**src/edge_settings.svh**
```systemverilog
// Edge filter settings

`ifndef EDGE_SETTINGS_SVH
`define EDGE_SETTINGS_SVH

// pixels per video line
// kept small so that test frames stay readable
`define EDGE_LINE_WIDTH 8

// column counter width of at least one bit
`define EDGE_COL_BITS ((`EDGE_LINE_WIDTH > 1) ? $clog2(`EDGE_LINE_WIDTH) : 1)

// soft cut offset subtracted from the gradient magnitude
// magnitudes at or below this value come out as zero
`define EDGE_SOFT_CUT 2

// saturation level of the output pixel
`define EDGE_PIX_MAX 255

`endif

```
**src/frame_pkg.sv**
```systemverilog
// Raster position types

`include "edge_settings.svh"

package frame_pkg;

    // column index within a line
    typedef logic [`EDGE_COL_BITS-1:0] col_t;

    // row index that saturates at 2
    // only rows 0, 1 and 2-or-more need to be told apart
    typedef logic [1:0] row_t;

endpackage

```
**src/pixel_pkg.sv**
```systemverilog
// Pixel value types

package pixel_pkg;

    // 8-bit unsigned grayscale sample
    typedef logic [7:0] pixel_t;

    // unsigned absolute gradient or gradient magnitude
    // one weighted sum is at most 4 * 255 = 1020
    // |gx| + |gy| is at most 2040 which still fits in 11 bits
    typedef logic [10:0] grad_t;

endpackage

```
**src/edge_filter_top.sv**
```systemverilog
// Sobel edge filter top

`timescale 1ns/1ns

module edge_filter_top (
    input  logic                clk,
    input  logic                rst_n,
    input  logic                in_valid,
    input  logic                in_sof,
    input  logic                in_eol,
    input  pixel_pkg::pixel_t   in_pixel,
    output logic                in_ready,
    input  logic                out_ready,
    output logic                out_valid,
    output logic                out_sof,
    output logic                out_eol,
    output pixel_pkg::pixel_t   out_pixel
);

    logic              advance;
    logic              stage2_full;
    frame_pkg::col_t   lb_col;
    logic              lb_we;
    pixel_pkg::pixel_t tap_up1;
    pixel_pkg::pixel_t tap_up2;
    pixel_pkg::pixel_t p00;
    pixel_pkg::pixel_t p01;
    pixel_pkg::pixel_t p02;
    pixel_pkg::pixel_t p10;
    pixel_pkg::pixel_t p11;
    pixel_pkg::pixel_t p12;
    pixel_pkg::pixel_t p20;
    pixel_pkg::pixel_t p21;
    pixel_pkg::pixel_t p22;
    logic              win_valid;
    logic              win_border;
    logic              win_sof;
    logic              win_eol;

    window_3x3 u_window (
        .clk         (clk),
        .rst_n       (rst_n),
        .in_valid    (in_valid),
        .in_sof      (in_sof),
        .in_eol      (in_eol),
        .in_pixel    (in_pixel),
        .in_ready    (in_ready),
        .stage2_full (stage2_full),
        .out_ready   (out_ready),
        .advance     (advance),
        .lb_col      (lb_col),
        .lb_we       (lb_we),
        .tap_up1     (tap_up1),
        .tap_up2     (tap_up2),
        .win_p00     (p00),
        .win_p01     (p01),
        .win_p02     (p02),
        .win_p10     (p10),
        .win_p11     (p11),
        .win_p12     (p12),
        .win_p20     (p20),
        .win_p21     (p21),
        .win_p22     (p22),
        .win_valid   (win_valid),
        .win_border  (win_border),
        .win_sof     (win_sof),
        .win_eol     (win_eol)
    );

    // previous two lines at the current column
    line_buffer u_lines (
        .clk   (clk),
        .col   (lb_col),
        .we    (lb_we),
        .pixel (in_pixel),
        .up1   (tap_up1),
        .up2   (tap_up2)
    );

    sobel_core u_sobel (
        .clk         (clk),
        .rst_n       (rst_n),
        .advance     (advance),
        .win_p00     (p00),
        .win_p01     (p01),
        .win_p02     (p02),
        .win_p10     (p10),
        .win_p11     (p11),
        .win_p12     (p12),
        .win_p20     (p20),
        .win_p21     (p21),
        .win_p22     (p22),
        .win_valid   (win_valid),
        .win_border  (win_border),
        .win_sof     (win_sof),
        .win_eol     (win_eol),
        .stage2_full (stage2_full),
        .out_valid   (out_valid),
        .out_sof     (out_sof),
        .out_eol     (out_eol),
        .out_pixel   (out_pixel)
    );

endmodule

```
**src/line_buffer.sv**
```systemverilog
// Two-line pixel delay

`timescale 1ns/1ns

`include "edge_settings.svh"

module line_buffer #(
    parameter int DEPTH = `EDGE_LINE_WIDTH
) (
    input  logic                clk,
    input  frame_pkg::col_t     col,
    input  logic                we,
    input  pixel_pkg::pixel_t   pixel,
    output pixel_pkg::pixel_t   up1,
    output pixel_pkg::pixel_t   up2
);

    // mem_up1 holds the previous line, mem_up2 the one before it
    pixel_pkg::pixel_t mem_up1 [DEPTH];
    pixel_pkg::pixel_t mem_up2 [DEPTH];

    // asynchronous read of both lines at the current column
    assign up1 = mem_up1[col];
    assign up2 = mem_up2[col];

    // read-before-write cascade
    // the old line-1 value moves down into line 2 as the new pixel lands
    always_ff @(posedge clk) begin
        if (we) begin
            mem_up1[col] <= pixel;
            mem_up2[col] <= mem_up1[col];
        end
    end

endmodule

```
**src/sobel_core.sv**
```systemverilog
// Sobel gradient pipeline

`timescale 1ns/1ns

`include "edge_settings.svh"

module sobel_core (
    input  logic                clk,
    input  logic                rst_n,
    input  logic                advance,
    input  pixel_pkg::pixel_t   win_p00,
    input  pixel_pkg::pixel_t   win_p01,
    input  pixel_pkg::pixel_t   win_p02,
    input  pixel_pkg::pixel_t   win_p10,
    input  pixel_pkg::pixel_t   win_p11,
    input  pixel_pkg::pixel_t   win_p12,
    input  pixel_pkg::pixel_t   win_p20,
    input  pixel_pkg::pixel_t   win_p21,
    input  pixel_pkg::pixel_t   win_p22,
    input  logic                win_valid,
    input  logic                win_border,
    input  logic                win_sof,
    input  logic                win_eol,
    output logic                stage2_full,
    output logic                out_valid,
    output logic                out_sof,
    output logic                out_eol,
    output pixel_pkg::pixel_t   out_pixel
);

    localparam pixel_pkg::grad_t PIX_MAX  = pixel_pkg::grad_t'(`EDGE_PIX_MAX);
    localparam pixel_pkg::grad_t SOFT_CUT = pixel_pkg::grad_t'(`EDGE_SOFT_CUT);

    // a + 2b + c for one side of a kernel
    function automatic pixel_pkg::grad_t side_sum(
        input pixel_pkg::pixel_t a,
        input pixel_pkg::pixel_t b,
        input pixel_pkg::pixel_t c
    );
        return pixel_pkg::grad_t'(a) + (pixel_pkg::grad_t'(b) << 1) + pixel_pkg::grad_t'(c);
    endfunction

    function automatic pixel_pkg::grad_t abs_diff(
        input pixel_pkg::grad_t pos,
        input pixel_pkg::grad_t neg
    );
        return (pos >= neg) ? pos - neg : neg - pos;
    endfunction

    pixel_pkg::grad_t gx_abs;
    pixel_pkg::grad_t gy_abs;
    pixel_pkg::grad_t mag;
    pixel_pkg::pixel_t clamped;
    logic s1_valid;
    logic s1_border;
    logic s1_sof;
    logic s1_eol;

    // stage 1 takes gx from the right and left columns and gy from the top and bottom rows
    always_ff @(posedge clk) begin
        if (advance) begin
            gx_abs    <= abs_diff(side_sum(win_p02, win_p12, win_p22),
                                  side_sum(win_p00, win_p10, win_p20));
            gy_abs    <= abs_diff(side_sum(win_p00, win_p01, win_p02),
                                  side_sum(win_p20, win_p21, win_p22));
            s1_border <= win_border;
            s1_sof    <= win_sof;
            s1_eol    <= win_eol;
        end
    end

    // both magnitudes come from the same window
    assign mag = gx_abs + gy_abs;

    always_comb begin
        if (mag > PIX_MAX) begin
            clamped = pixel_pkg::pixel_t'(PIX_MAX);
        end else if (mag > SOFT_CUT) begin
            clamped = pixel_pkg::pixel_t'(mag - SOFT_CUT);
        end else begin
            clamped = '0;
        end
    end

    // stage 2
    always_ff @(posedge clk) begin
        if (advance) begin
            out_pixel <= s1_border ? '0 : clamped;
            out_sof   <= s1_sof;
            out_eol   <= s1_eol;
        end
    end

    always_ff @(posedge clk or negedge rst_n) begin
        if (!rst_n) begin
            s1_valid  <= 1'b0;
            out_valid <= 1'b0;
        end else if (advance) begin
            s1_valid  <= win_valid;
            out_valid <= s1_valid;
        end
    end

    assign stage2_full = out_valid;

endmodule

```
**src/window_3x3.sv**
```systemverilog
// 3x3 window and raster tracking

`timescale 1ns/1ns

`include "edge_settings.svh"

module window_3x3 (
    input  logic                clk,
    input  logic                rst_n,
    input  logic                in_valid,
    input  logic                in_sof,
    input  logic                in_eol,
    input  pixel_pkg::pixel_t   in_pixel,
    output logic                in_ready,
    input  logic                stage2_full,
    input  logic                out_ready,
    output logic                advance,
    output frame_pkg::col_t     lb_col,
    output logic                lb_we,
    input  pixel_pkg::pixel_t   tap_up1,
    input  pixel_pkg::pixel_t   tap_up2,
    output pixel_pkg::pixel_t   win_p00,
    output pixel_pkg::pixel_t   win_p01,
    output pixel_pkg::pixel_t   win_p02,
    output pixel_pkg::pixel_t   win_p10,
    output pixel_pkg::pixel_t   win_p11,
    output pixel_pkg::pixel_t   win_p12,
    output pixel_pkg::pixel_t   win_p20,
    output pixel_pkg::pixel_t   win_p21,
    output pixel_pkg::pixel_t   win_p22,
    output logic                win_valid,
    output logic                win_border,
    output logic                win_sof,
    output logic                win_eol
);

    localparam frame_pkg::col_t COL_LAST = frame_pkg::col_t'(`EDGE_LINE_WIDTH - 1);
    localparam frame_pkg::row_t ROW_SAT  = 2'd2;

    // position of the next expected pixel
    frame_pkg::col_t col_q;
    frame_pkg::row_t row_q;

    // position of the pixel on the input right now
    frame_pkg::col_t cur_col;
    frame_pkg::row_t cur_row;
    logic            accept;
    logic            line_end;

    // whole pipeline moves when the last stage can empty or is empty
    assign advance  = !stage2_full || out_ready;
    assign in_ready = advance;
    assign accept   = in_valid && advance;

    // start of frame forces the origin
    assign cur_col  = in_sof ? '0 : col_q;
    assign cur_row  = in_sof ? '0 : row_q;
    assign line_end = in_eol || (cur_col == COL_LAST);

    assign lb_col = cur_col;
    assign lb_we  = accept;

    always_ff @(posedge clk or negedge rst_n) begin
        if (!rst_n) begin
            col_q <= '0;
            row_q <= '0;
        end else if (accept) begin
            if (line_end) begin
                col_q <= '0;
                row_q <= (cur_row == ROW_SAT) ? ROW_SAT : cur_row + 2'd1;
            end else begin
                col_q <= cur_col + 1'b1;
                row_q <= cur_row;
            end
        end
    end

    // shift left and take the new right column from the line taps and the input
    always_ff @(posedge clk or negedge rst_n) begin
        if (!rst_n) begin
            win_p00    <= '0;
            win_p01    <= '0;
            win_p02    <= '0;
            win_p10    <= '0;
            win_p11    <= '0;
            win_p12    <= '0;
            win_p20    <= '0;
            win_p21    <= '0;
            win_p22    <= '0;
            win_valid  <= 1'b0;
            win_border <= 1'b0;
            win_sof    <= 1'b0;
            win_eol    <= 1'b0;
        end else if (advance) begin
            // a gap on the input becomes a bubble
            win_valid <= in_valid;
            if (in_valid) begin
                win_p00    <= win_p01;
                win_p01    <= win_p02;
                win_p02    <= tap_up2;
                win_p10    <= win_p11;
                win_p11    <= win_p12;
                win_p12    <= tap_up1;
                win_p20    <= win_p21;
                win_p21    <= win_p22;
                win_p22    <= in_pixel;
                // window would reach above row 0 or left of column 0
                win_border <= (cur_row < 2'd2) || (cur_col < frame_pkg::col_t'(2));
                win_sof    <= in_sof;
                win_eol    <= in_eol;
            end
        end
    end

endmodule
```
**config.mk**
```make
export PLATFORM = sky130hd
export DESIGN_NAME = edge_filter_top
export DESIGN_NICKNAME = d
export VERILOG_FILES = /design/src/frame_pkg.sv /design/src/pixel_pkg.sv /design/src/edge_filter_top.sv /design/src/line_buffer.sv /design/src/sobel_core.sv /design/src/window_3x3.sv
export VERILOG_INCLUDE_DIRS = /design/src
export SDC_FILE = /design/constraint.sdc
export NUM_CORES = 1
export LEC_CHECK = 0
export ABC_AREA = 1
export BUFFER_PORTS_ARGS = -buffer_cell sky130_fd_sc_hd__buf_4
export CORE_MARGIN = 5
export CORE_UTILIZATION = 45
export DETAILED_ROUTE_END_ITERATION = 6
export PLACE_DENSITY = 0.7
export REMOVE_ABC_BUFFERS = 1
export SLEW_MARGIN = 20
export SYNTH_ARGS = -nofsm -noshare
export SYNTH_HDL_FRONTEND = slang
export SYNTH_HIERARCHICAL = 1
export SYNTH_SLANG_ARGS = --single-unit
```
**constraint.sdc**
```tcl
create_clock -name clk -period 11.3 [get_ports clk]
set_clock_uncertainty 0.1 [all_clocks]
set_input_delay 2.26 -clock clk [delete_from_list [all_inputs] [get_ports clk]]
set_output_delay 2.26 -clock clk [all_outputs]
set_load 0.01 [all_outputs]
```
==> impl_results.md, run 1 <==
- Initial core utilization: 45.8%
- Seq/Total Area, Yosys: 48.1%
- Tmin final: 5.18 ns
- Crit path kind: in -> out
- Die ar.: 0.0359 mm2
- Slowest CP cell: buf_4
- Antenna violations before repair: 0
- Met2 WL: 14800 um
- DR WL/cell: 14.4 um
- First-pass GRT wire length: 50500 um
- ANT cells: 0
- Final GP Congestion: 0.880
- Most used cell, CP: buf_4
- Highest Signal Layer: met4
- Clk slew on worst S/H paths: 0.06 ns
- CP cell instances: buf_4 -> inv_1 -> nand2_2 -> buf_4
- Pin count of the biggest net entering global routing: 88
- DRC Markers: 0
- Endpoints failing setup: 0
- # hold bufs at CTS: 0
- Vias: 10200
- P&R area growth vs syn: 9.05%
- Relative slew slack: 39.3%
- Post_cts resized: 0
- Clk_lat worst skew: 0.54 ns
- Worst Setup Start Kind: input pin
- Postcts setup bufs: 0
- IO Port Bufs: 25
- Area of the core: 0.0316 mm2
- Bufs and invs on worst path: 3
- Die width: 189 um
- First DRT Iteration DRCs: 619
- Total track usage: 16.9%
- Critical Path AT: 2.82 ns
- Measured slew at the worst slew-check pin: 0.910 ns
- TritonCTS clock tree: yes
- Status: complete, no violations
- TritonCTS Buffers: 27
- FP Rows: 65
- DP HPWL: 21400 um
- Clock sinks: 246
- Syn_area_per_cell: 8.83 um2
- Yosys cell types: 41
- Setup TNS: 0 ns
- Final global-route overflow total: 0
- Drt pass-1 iters: 5
- Commonest non-fill, non-tap cell in the layout: nand2_1
- WL met1: 13200 um
- Maximum clock insertion buffer count: 3
- CTS Root Buffer Type: clkbuf_16
- FF+latch count, synth: 246
- Crit Path Max Fanout: 3
- Min-Delay Path Class: reg -> reg
- RSZ-0062 raised after global routing: false
- Vias in the first global route: 10200
- Vias/cell: 4.93
- Crit path max-delay family: buffers and inverters
- Final ANT Viol Nets: 0
- Fmax: 193 MHz
- Worst EP required: 8.94 ns
- Final Cycle Share: 45.9%
- Crit-path max cell delay: 0.18 ns
- Synthesized area: 0.0145 mm2
- Met3 WL: 1070 um
- Yosys warns: 6
- Die Ht: 189 um
- Nets: 1790
- Io pins: 26
- Layout cells sized above 1: 6.89%
- CTS H-tree depth: 1
- Final Hold Fails: 0
- Most frequent cells in the layout: 642 x nand2_1, 219 x inv_1, 163 x edfxtp_1
- Mapped Cells: 1639
- Max Slew Vio Count: 0
- CP Capture Type: primary output
- Max Cap Violations: 0
- Final wirelength: 29800 um
area by class of cell:
class,instances,area [um2]
Clock buffer,35,716
Clock inverter,15,121
Fill cell,2944,15800
Inverter,227,852
Multi-Input combinational cell,1108,6340
Sequential cell,246,6970
Tap cell,402,503
Timing Repair Buffer,38,285
per-stage QoR:
| step | hold slack (ns) | utilization, % | worst slack [ns] | cell area [um2] | std cells |
|---|---|---|---|---|---|
| after detailed placement | 0.306 | 47.3 | 6.10 | 15000 | 2021 |
| after global routing | 0.340 | 49.9 | 6.10 | 15800 | 2071 |
| after floorplan | 0.300 | - | 5.44 | 14100 | 1581 |
| final | 0.318 | 49.9 | 6.12 | 15800 | 2071 |
| after global placement | 0.301 | 47.2 | 6.10 | 14900 | 2021 |
| after CTS | 0.320 | 49.9 | 6.10 | 15800 | 2071 |
final timing paths:
check / start / end / depth (start not counted) / slack [ns]
setup / recovery: out_ready / in_ready / 4 / 6.12
min in group asynchronous: rst_n / u_window/win_p12[0]$_DFFE_PN0P_ / 1 / 1.51
max in group asynchronous: rst_n / u_window/win_p10[6]$_DFFE_PN0P_ / 2 / 8.56
hold / removal: u_sobel/s1_sof$_DFFE_PP_ / u_sobel/out_sof$_DFFE_PP_ / 0 / 0.32
setup reg to reg: u_window/win_p22[1]$_DFFE_PN0P_ / u_sobel/gy_abs[5]$_DFFE_PP_ / 18 / 6.67
hold reg to reg: u_sobel/s1_sof$_DFFE_PP_ / u_sobel/out_sof$_DFFE_PP_ / 0 / 0.32
cell families after synthesis:
| kind of cell | count (synthesis) | synth area share, % |
|---|---|---|
| buf+inv | 285 | 8.28 |
| fa+ha+maj | 128 | 13.0 |
| flops | 246 | 48.1 |
| simple gates | 783 | 21.7 |
| xor+xnor | 58 | 3.51 |
| compound gates | 139 | 5.43 |
metal layers:
metal  vias to the layer above  global-route usage [%]
li1                       5199                       -
met1                      4765                    21.8
met2                       187                    30.3
met3                        52                    2.10
met4                         0                    4.31
met5                         -                       0
worst register-to-register path, stage by stage (launching register included):
cell	delay (ns)
dfrtp_1	0.41
inv_1	0.12
fa_1	0.42
inv_1	0.07
ha_1	0.17
inv_1	0.06
fa_1	0.41
o21ai_0	0.32
a21oi_1	0.12
o21ai_0	0.29
xor2_1	0.24
inv_1	0.08
ha_1	0.46
nand2_1	0.16
nor4_1	0.31
nand3b_2	0.37
inv_2	0.15
nand2_1	0.09
nand2_1	0.06
state kept, by name, indices dropped and copies added (netlist names), 11 cells and up:
signal	flops
u_lines/mem_up2	64
u_lines/mem_up1	64
u_sobel/gy_abs	11
u_sobel/gx_abs	11
synthesized netlist by cell type, drive strengths merged:
| master | count | area, um2 |
|---|---|---|
| nand3b | 5 | 41.3 |
| nand2 | 651 | 2460 |
| edfxtp | 163 | 4890 |
| nand3 | 68 | 350 |
| a211oi | 1 | 7.51 |
| xnor2 | 16 | 140 |
| nor2 | 43 | 184 |
| clkdlybuf4s25 | 1 | 10.0 |
| buf | 50 | 309 |
| o211ai | 1 | 7.51 |
| a21o | 6 | 45.0 |
| or2 | 2 | 12.5 |
| o21ai | 51 | 274 |
| ha | 91 | 1140 |
| nor3 | 4 | 20.0 |
| a21oi | 66 | 345 |
| o21bai | 5 | 37.5 |
| inv | 227 | 852 |
| xor2 | 42 | 368 |
| o311ai | 1 | 8.76 |
| dfrtp | 83 | 2080 |
| and2 | 1 | 8.76 |
| a31oi | 4 | 25.0 |
| a221oi | 4 | 35.0 |
| nand4 | 5 | 31.3 |
| fa | 37 | 741 |
| nor4 | 4 | 25.0 |
| clkbuf | 7 | 27.5 |
Power of run 1 is not shown: default switching activity piles up to over one toggle a cycle in this logic, so the estimate is an artifact.
==> inputs of run 2 (changes only) <==
--- a/config.mk
+++ b/config.mk
@@ -6,7 +6,7 @@
 export SDC_FILE = /design/constraint.sdc
 export NUM_CORES = 1
 export LEC_CHECK = 0
-export ABC_AREA = 1
+export ABC_AREA = 0
 export BUFFER_PORTS_ARGS = -buffer_cell sky130_fd_sc_hd__buf_4
 export CORE_MARGIN = 5
 export CORE_UTILIZATION = 45
==> constraint.sdc (replaced) <==
create_clock -name clk -period 5.4 [get_ports clk]
set_clock_uncertainty 0.1 [all_clocks]
set_input_delay 1.08 -clock clk [delete_from_list [all_inputs] [get_ports clk]]
set_output_delay 1.08 -clock clk [all_outputs]
set_load 0.01 [all_outputs]
==> impl_results.md, run 2 <==
- Maximum clock insertion buffer count: 3
- Pin count of the biggest net entering global routing: 59
- Endpoints failing setup: 0
- CTS H-tree depth: 1
- Asr flop ratio synth: 33.7%
- Yosys warns: 6
- Vias in the first global route: 8168
- Slowest CP cell: fa_1
- Mapped Cells: 1031
- DRC Markers: 0
- FP Rows: 64
- Crit-path max cell delay: 0.41 ns
- P&R area growth vs syn: 10.4%
- Die width: 187 um
- CP cell instances: inv_1 -> fa_1 -> inv_1 -> ha_1 -> inv_1 -> fa_1 -> nor2b_1 -> o21ai_0 -> a21boi_0 -> o21ai_0 -> nand2_1 -> nor2_1 -> or2_2 -> ha_1 -> and2_1 -> nand3_1 -> o31ai_2 -> a21oi_1 -> o21ai_2 -> mux2i_1 -> xnor2_1
- Bufs and invs on worst path: 3
- Most frequent cells in the layout: 163 x edfxtp_1, 91 x ha_1, 90 x inv_1
- TritonCTS Buffers: 26
- Max Slew Vio Count: 0
- Layout cells sized above 1: 21.1%
- DP HPWL: 19300 um
- Die ar.: 0.0350 mm2
- Io pins: 26
- First-pass GRT wire length: 42600 um
- Final Hold Fails: 0
- First DRT Iteration DRCs: 349
- Clk slew on worst S/H paths: 0.06 ns
- Commonest cells post-synth: 163 x edfxtp_1, 91 x ha_1, 90 x inv_1
- DR WL/cell: 17.7 um
- Setup TNS: 0 ns
- Die Ht: 187 um
- Nets: 1205
- Yosys top cell by area: edfxtp_1
- Count leader, synth: edfxtp_1
- Crit path max-delay family: adder cells
- Crit Path Max Fanout: 9
- Final global-route overflow total: 0
- Yosys cell types: 68
- Critical Path AT: 5.09 ns
- Drt pass-1 iters: 4
- Seq/Total Area, Yosys: 49.4%
- Top post-synthesis cells by area: edfxtp_1 35%, dfrtp_1 15%, ha_1 8.1%, mux2_4 7.0%, fa_1 5.3%
- Main synth FF type: edfxtp_1
- Syn_area_per_cell: 13.7 um2
- Relative slew slack: 39.8%
- Min-Delay Path Class: reg -> reg
- Total track usage: 14.8%
- Fill count: 2647
- Final Cycle Share: 90.8%
- IO Port Bufs: 25
- Fmax: 204 MHz
- Final wirelength: 26200 um
- Antenna violations before repair: 0
- Status: complete, no violations
- TritonCTS clock tree: yes
- Synthesized area: 0.0141 mm2
- ANT cells: 0
- Clk_lat worst skew: 0.55 ns
- Tmin final: 4.91 ns
- Worst EP required: 5.58 ns
- Clock sinks: 246
- Worst Setup Start Kind: flop
- Register area: 0.00697 mm2
- CTS Root Buffer Type: clkbuf_16
- Crit path kind: reg -> reg
- Area of the multi-input gates: 0.00655 mm2
- Measured slew at the worst slew-check pin: 0.894 ns
- Vias: 7888
- FF+latch count, synth: 246
- Postcts setup bufs: 0
- Initial core utilization: 45.9%
- Biggest regs: u_lines/mem_up1 (64), u_lines/mem_up2 (64)
- Yosys top cell area share: 34.7%
- Area of the core: 0.0307 mm2
- RSZ-0062 raised after global routing: false
- Post-synth EDFFs: 163
- Vias/cell: 5.33
- Final ANT Viol Nets: 0
- Max Cap Violations: 0
- CP Capture Type: flop
- Most used cell, CP: inv_1
- Commonest non-fill, non-tap cell in the layout: edfxtp_1
- Final GP Congestion: 0.834
run 2: cell count changes after synthesis, moves of 9 or more:
cell,previous run,this run
a21o_1,6,26
xnor2_1,16,27
mux2i_1,0,22
xor2_1,42,15
mux4_1,0,15
inv_1,220,90
mux2_4,0,66
nor2b_1,0,20
nand3_1,66,14
mux4_2,0,9
nand2_1,643,24
mux2_2,0,38
buf_2,31,12
o21ai_0,43,34
run 2: routing by layer:
layer  track usage [%]  wire, um
met4              3.27       537
met5                 0         0
met1              19.4     11600
met3              1.94       701
met2              26.4     13300
run 2: what timing repair did:
action / 4_1_cts / 5_1_grt
setup endpoints to repair: 0 / 16
resized for setup: 0 / 3
hold buffers: 0 / 0
run 2: worst paths after layout:
path | depth (start not counted) | slack (ns) | end | startpoint
setup / recovery | 21 | 0.49 | u_sobel/gx_abs[4]$_DFFE_PP_ | u_window/win_p00[1]$_DFFE_PN0P_
hold / removal | 0 | 0.32 | u_sobel/out_eol$_DFFE_PP_ | u_sobel/s1_eol$_DFFE_PP_
setup reg to reg | 21 | 0.49 | u_sobel/gx_abs[4]$_DFFE_PP_ | u_window/win_p00[1]$_DFFE_PN0P_
hold reg to reg | 0 | 0.32 | u_sobel/out_eol$_DFFE_PP_ | u_sobel/s1_eol$_DFFE_PP_
max in group asynchronous | 2 | 3.84 | u_sobel/out_valid$_DFFE_PN0P_ | rst_n
min in group asynchronous | 1 | 0.34 | u_window/win_p02[7]$_DFFE_PN0P_ | rst_n
run 2: cell type report:
class / count / share of cell area, %
multi-input combinational: 655 / 42.1
inverter: 91 / 2.21
tap: 396 / 3.18
clock buffer: 38 / 4.93
timing repair buffer: 43 / 2.07
sequential: 246 / 44.8
clock inverter: 10 / 0.723
run 2: logic make-up (layout without fill, tap and decap cells):
| group | Yosys count | count (layout) | share of synthesized area [%] |
|---|---|---|---|
| AOI/OAI and AO/OA | 197 | 197 | 9.20 |
| DFF | 246 | 246 | 49.4 |
| buffers and inverters | 130 | 182 | 4.38 |
| muxes | 150 | 150 | 15.8 |
| adders and majority gates | 128 | 128 | 13.3 |
| xor gates and xnor gates | 43 | 43 | 2.72 |
| and+or+nand+nor | 137 | 137 | 5.11 |
run 2: per-stage QoR:
stage                     hold slack (ns)  util (%)  std cells  worst slack (ns)  instance area (um2)
after global placement              0.303      47.7       1431             0.440                14700
after floorplan                     0.300         -        992             0.621                13800
after detailed placement            0.307      47.7       1431             0.271                14700
after CTS                           0.320      50.6       1479             0.241                15600
after global routing                0.335      50.6       1479            0.0356                15600
final                               0.320      50.6       1479             0.494                15600
Power of run 2 is left out for the same reason.
==> inputs of run 3 (changes only) <==
--- a/config.mk
+++ b/config.mk
@@ -9,9 +9,9 @@
 export ABC_AREA = 0
 export BUFFER_PORTS_ARGS = -buffer_cell sky130_fd_sc_hd__buf_4
 export CORE_MARGIN = 5
-export CORE_UTILIZATION = 45
+export CORE_UTILIZATION = 30
 export DETAILED_ROUTE_END_ITERATION = 6
-export PLACE_DENSITY = 0.7
+export PLACE_DENSITY = 0.54
 export REMOVE_ABC_BUFFERS = 1
 export SLEW_MARGIN = 20
 export SYNTH_ARGS = -nofsm -noshare
==> impl_results.md, run 3 (same netlist as run 2, synthesis figures left out) <==
- Status: complete, no violations
- Setup TNS: 0 ns
- DRC Markers: 0
- Critical Path AT: 5.14 ns
- Vias: 7955
- Postcts setup bufs: 0
- Min-Delay Path Class: in -> async
- Antenna violations before repair: 0
- FP Rows: 79
- Clk slew on worst S/H paths: 0.06 ns
- DP HPWL: 20600 um
- Area of the multi-input gates: 0.00655 mm2
- Vias/cell: 4.69
- Commonest non-fill, non-tap cell in the layout: edfxtp_1
- Relative slew slack: 43.7%
- Most frequent cells in the layout: 163 x edfxtp_1, 91 x ha_1, 90 x inv_1
- Vias in the first global route: 8146
- Io pins: 26
- Nets: 1210
- Biggest regs: u_lines/mem_up1 (64), u_lines/mem_up2 (64)
- Register area: 0.00697 mm2
- Met3 WL: 992 um
- DR WL/cell: 16.6 um
- Worst EP required: 5.61 ns
- Die Ht: 227 um
- Final ANT Viol Nets: 0
- Pin count of the biggest net entering global routing: 67
- # hold bufs at CTS: 0
- Worst Setup Start Kind: flop
- Measured slew at the worst slew-check pin: 0.844 ns
- Crit Path Max Fanout: 9
- Met2 WL: 13300 um
- Final GP Congestion: 0.799
- CTS H-tree depth: 1
- Final wirelength: 28200 um
- Clk_lat worst skew: 0.57 ns
- CTS Root Buffer Type: clkbuf_16
- CP Capture Type: flop
- Endpoints failing setup: 0
- ANT cells: 0
- First DRT Iteration DRCs: 487
- RSZ-0062 raised after global routing: false
- Fmax: 203 MHz
- Clock sinks: 246
- TritonCTS clock tree: yes
- Final Hold Fails: 0
- TritonCTS Buffers: 27
- Final Cycle Share: 91.3%
- Max Cap Violations: 0
- Total track usage: 11.0%
- First-pass GRT wire length: 45600 um
- Crit path kind: reg -> reg
- Die width: 227 um
- Area of the core: 0.0466 mm2
- P&R area growth vs syn: 12.1%
- Layout cells sized above 1: 21.0%
- Initial core utilization: 30.3%
- Maximum clock insertion buffer count: 3
- Highest Signal Layer: met4
- Fill count: 4498
- Drt pass-1 iters: 5
- WL met1: 13200 um
- IO Port Bufs: 25
- Final global-route overflow total: 0
- Tmin final: 4.93 ns
- Post_cts resized: 0
- Die ar.: 0.0515 mm2
- Max Slew Vio Count: 0
run 3: changes by cell type in the layout (fill, tap and decap cells not counted), moves of 2 or more:
| cell | previous run | this run |
|---|---|---|
| clkinv_1 | 0 | 4 |
| clkbuf_8 | 3 | 0 |
| inv_6 | 1 | 3 |
| buf_4 | 43 | 47 |
| o21ai_1 | 3 | 5 |
run 3: worst paths after layout:
kind	start	endpoint	slack (ns)	depth (start not counted)
min in group clk	u_sobel/s1_eol$_DFFE_PP_	u_sobel/out_eol$_DFFE_PP_	0.32	0
worst min-delay path	rst_n	u_window/win_p10[6]$_DFFE_PN0P_	0.27	1
worst max register to register	u_window/win_p20[1]$_DFFE_PN0P_	u_sobel/gy_abs[5]$_DFFE_PP_	0.47	20
worst max-delay path	u_window/win_p20[1]$_DFFE_PN0P_	u_sobel/gy_abs[5]$_DFFE_PP_	0.47	20
worst min register to register	u_sobel/s1_eol$_DFFE_PP_	u_sobel/out_eol$_DFFE_PP_	0.32	0
max in group asynchronous	rst_n	u_window/win_p10[2]$_DFFE_PN0P_	3.83	2
run 3: final cells by class:
cell class	instances	area share, %
clock buffer	33	4.42
clock inverter	16	0.886
inverter	91	2.18
multi-input combinational	655	41.4
sequential	246	44.1
tap	607	4.80
timing repair buffer	47	2.23
run 3: metrics by stage:
step,instance area (um2),setup slack [ns],hold WS (ns),util (%),cells
after global placement,15000,0.711,0.308,32.2,1646
after global routing,15800,0.0852,0.265,34.0,1695
after detailed placement,15000,0.529,0.306,32.2,1646
after floorplan,13800,0.621,0.300,-,992
after CTS,15800,0.504,0.245,34.0,1695
final,15800,0.468,0.271,34.0,1695
run 3: layer usage:
metal	GRT usage, %	vias up
li1	-	3857
met1	15.2	3945
met2	17.9	113
met3	1.85	40
met4	2.76	0
met5	0	-
run 3: critical path, cell delays in order, from the launching register on:
cell	delay [ns]
dfrtp_1	0.35
inv_1	0.08
fa_1	0.53
inv_1	0.04
ha_1	0.20
inv_1	0.07
fa_1	0.21
nor2b_1	0.05
o21ai_0	0.20
a21boi_0	0.14
o21ai_0	0.24
a21boi_0	0.18
or2_2	0.32
ha_1	0.46
nand4_1	0.20
o31ai_1	0.48
a21oi_1	0.12
o21ai_0	0.14
buf_4	0.24
mux2i_1	0.23
xor2_1	0.09
Power of run 3 is left out for the same reason.
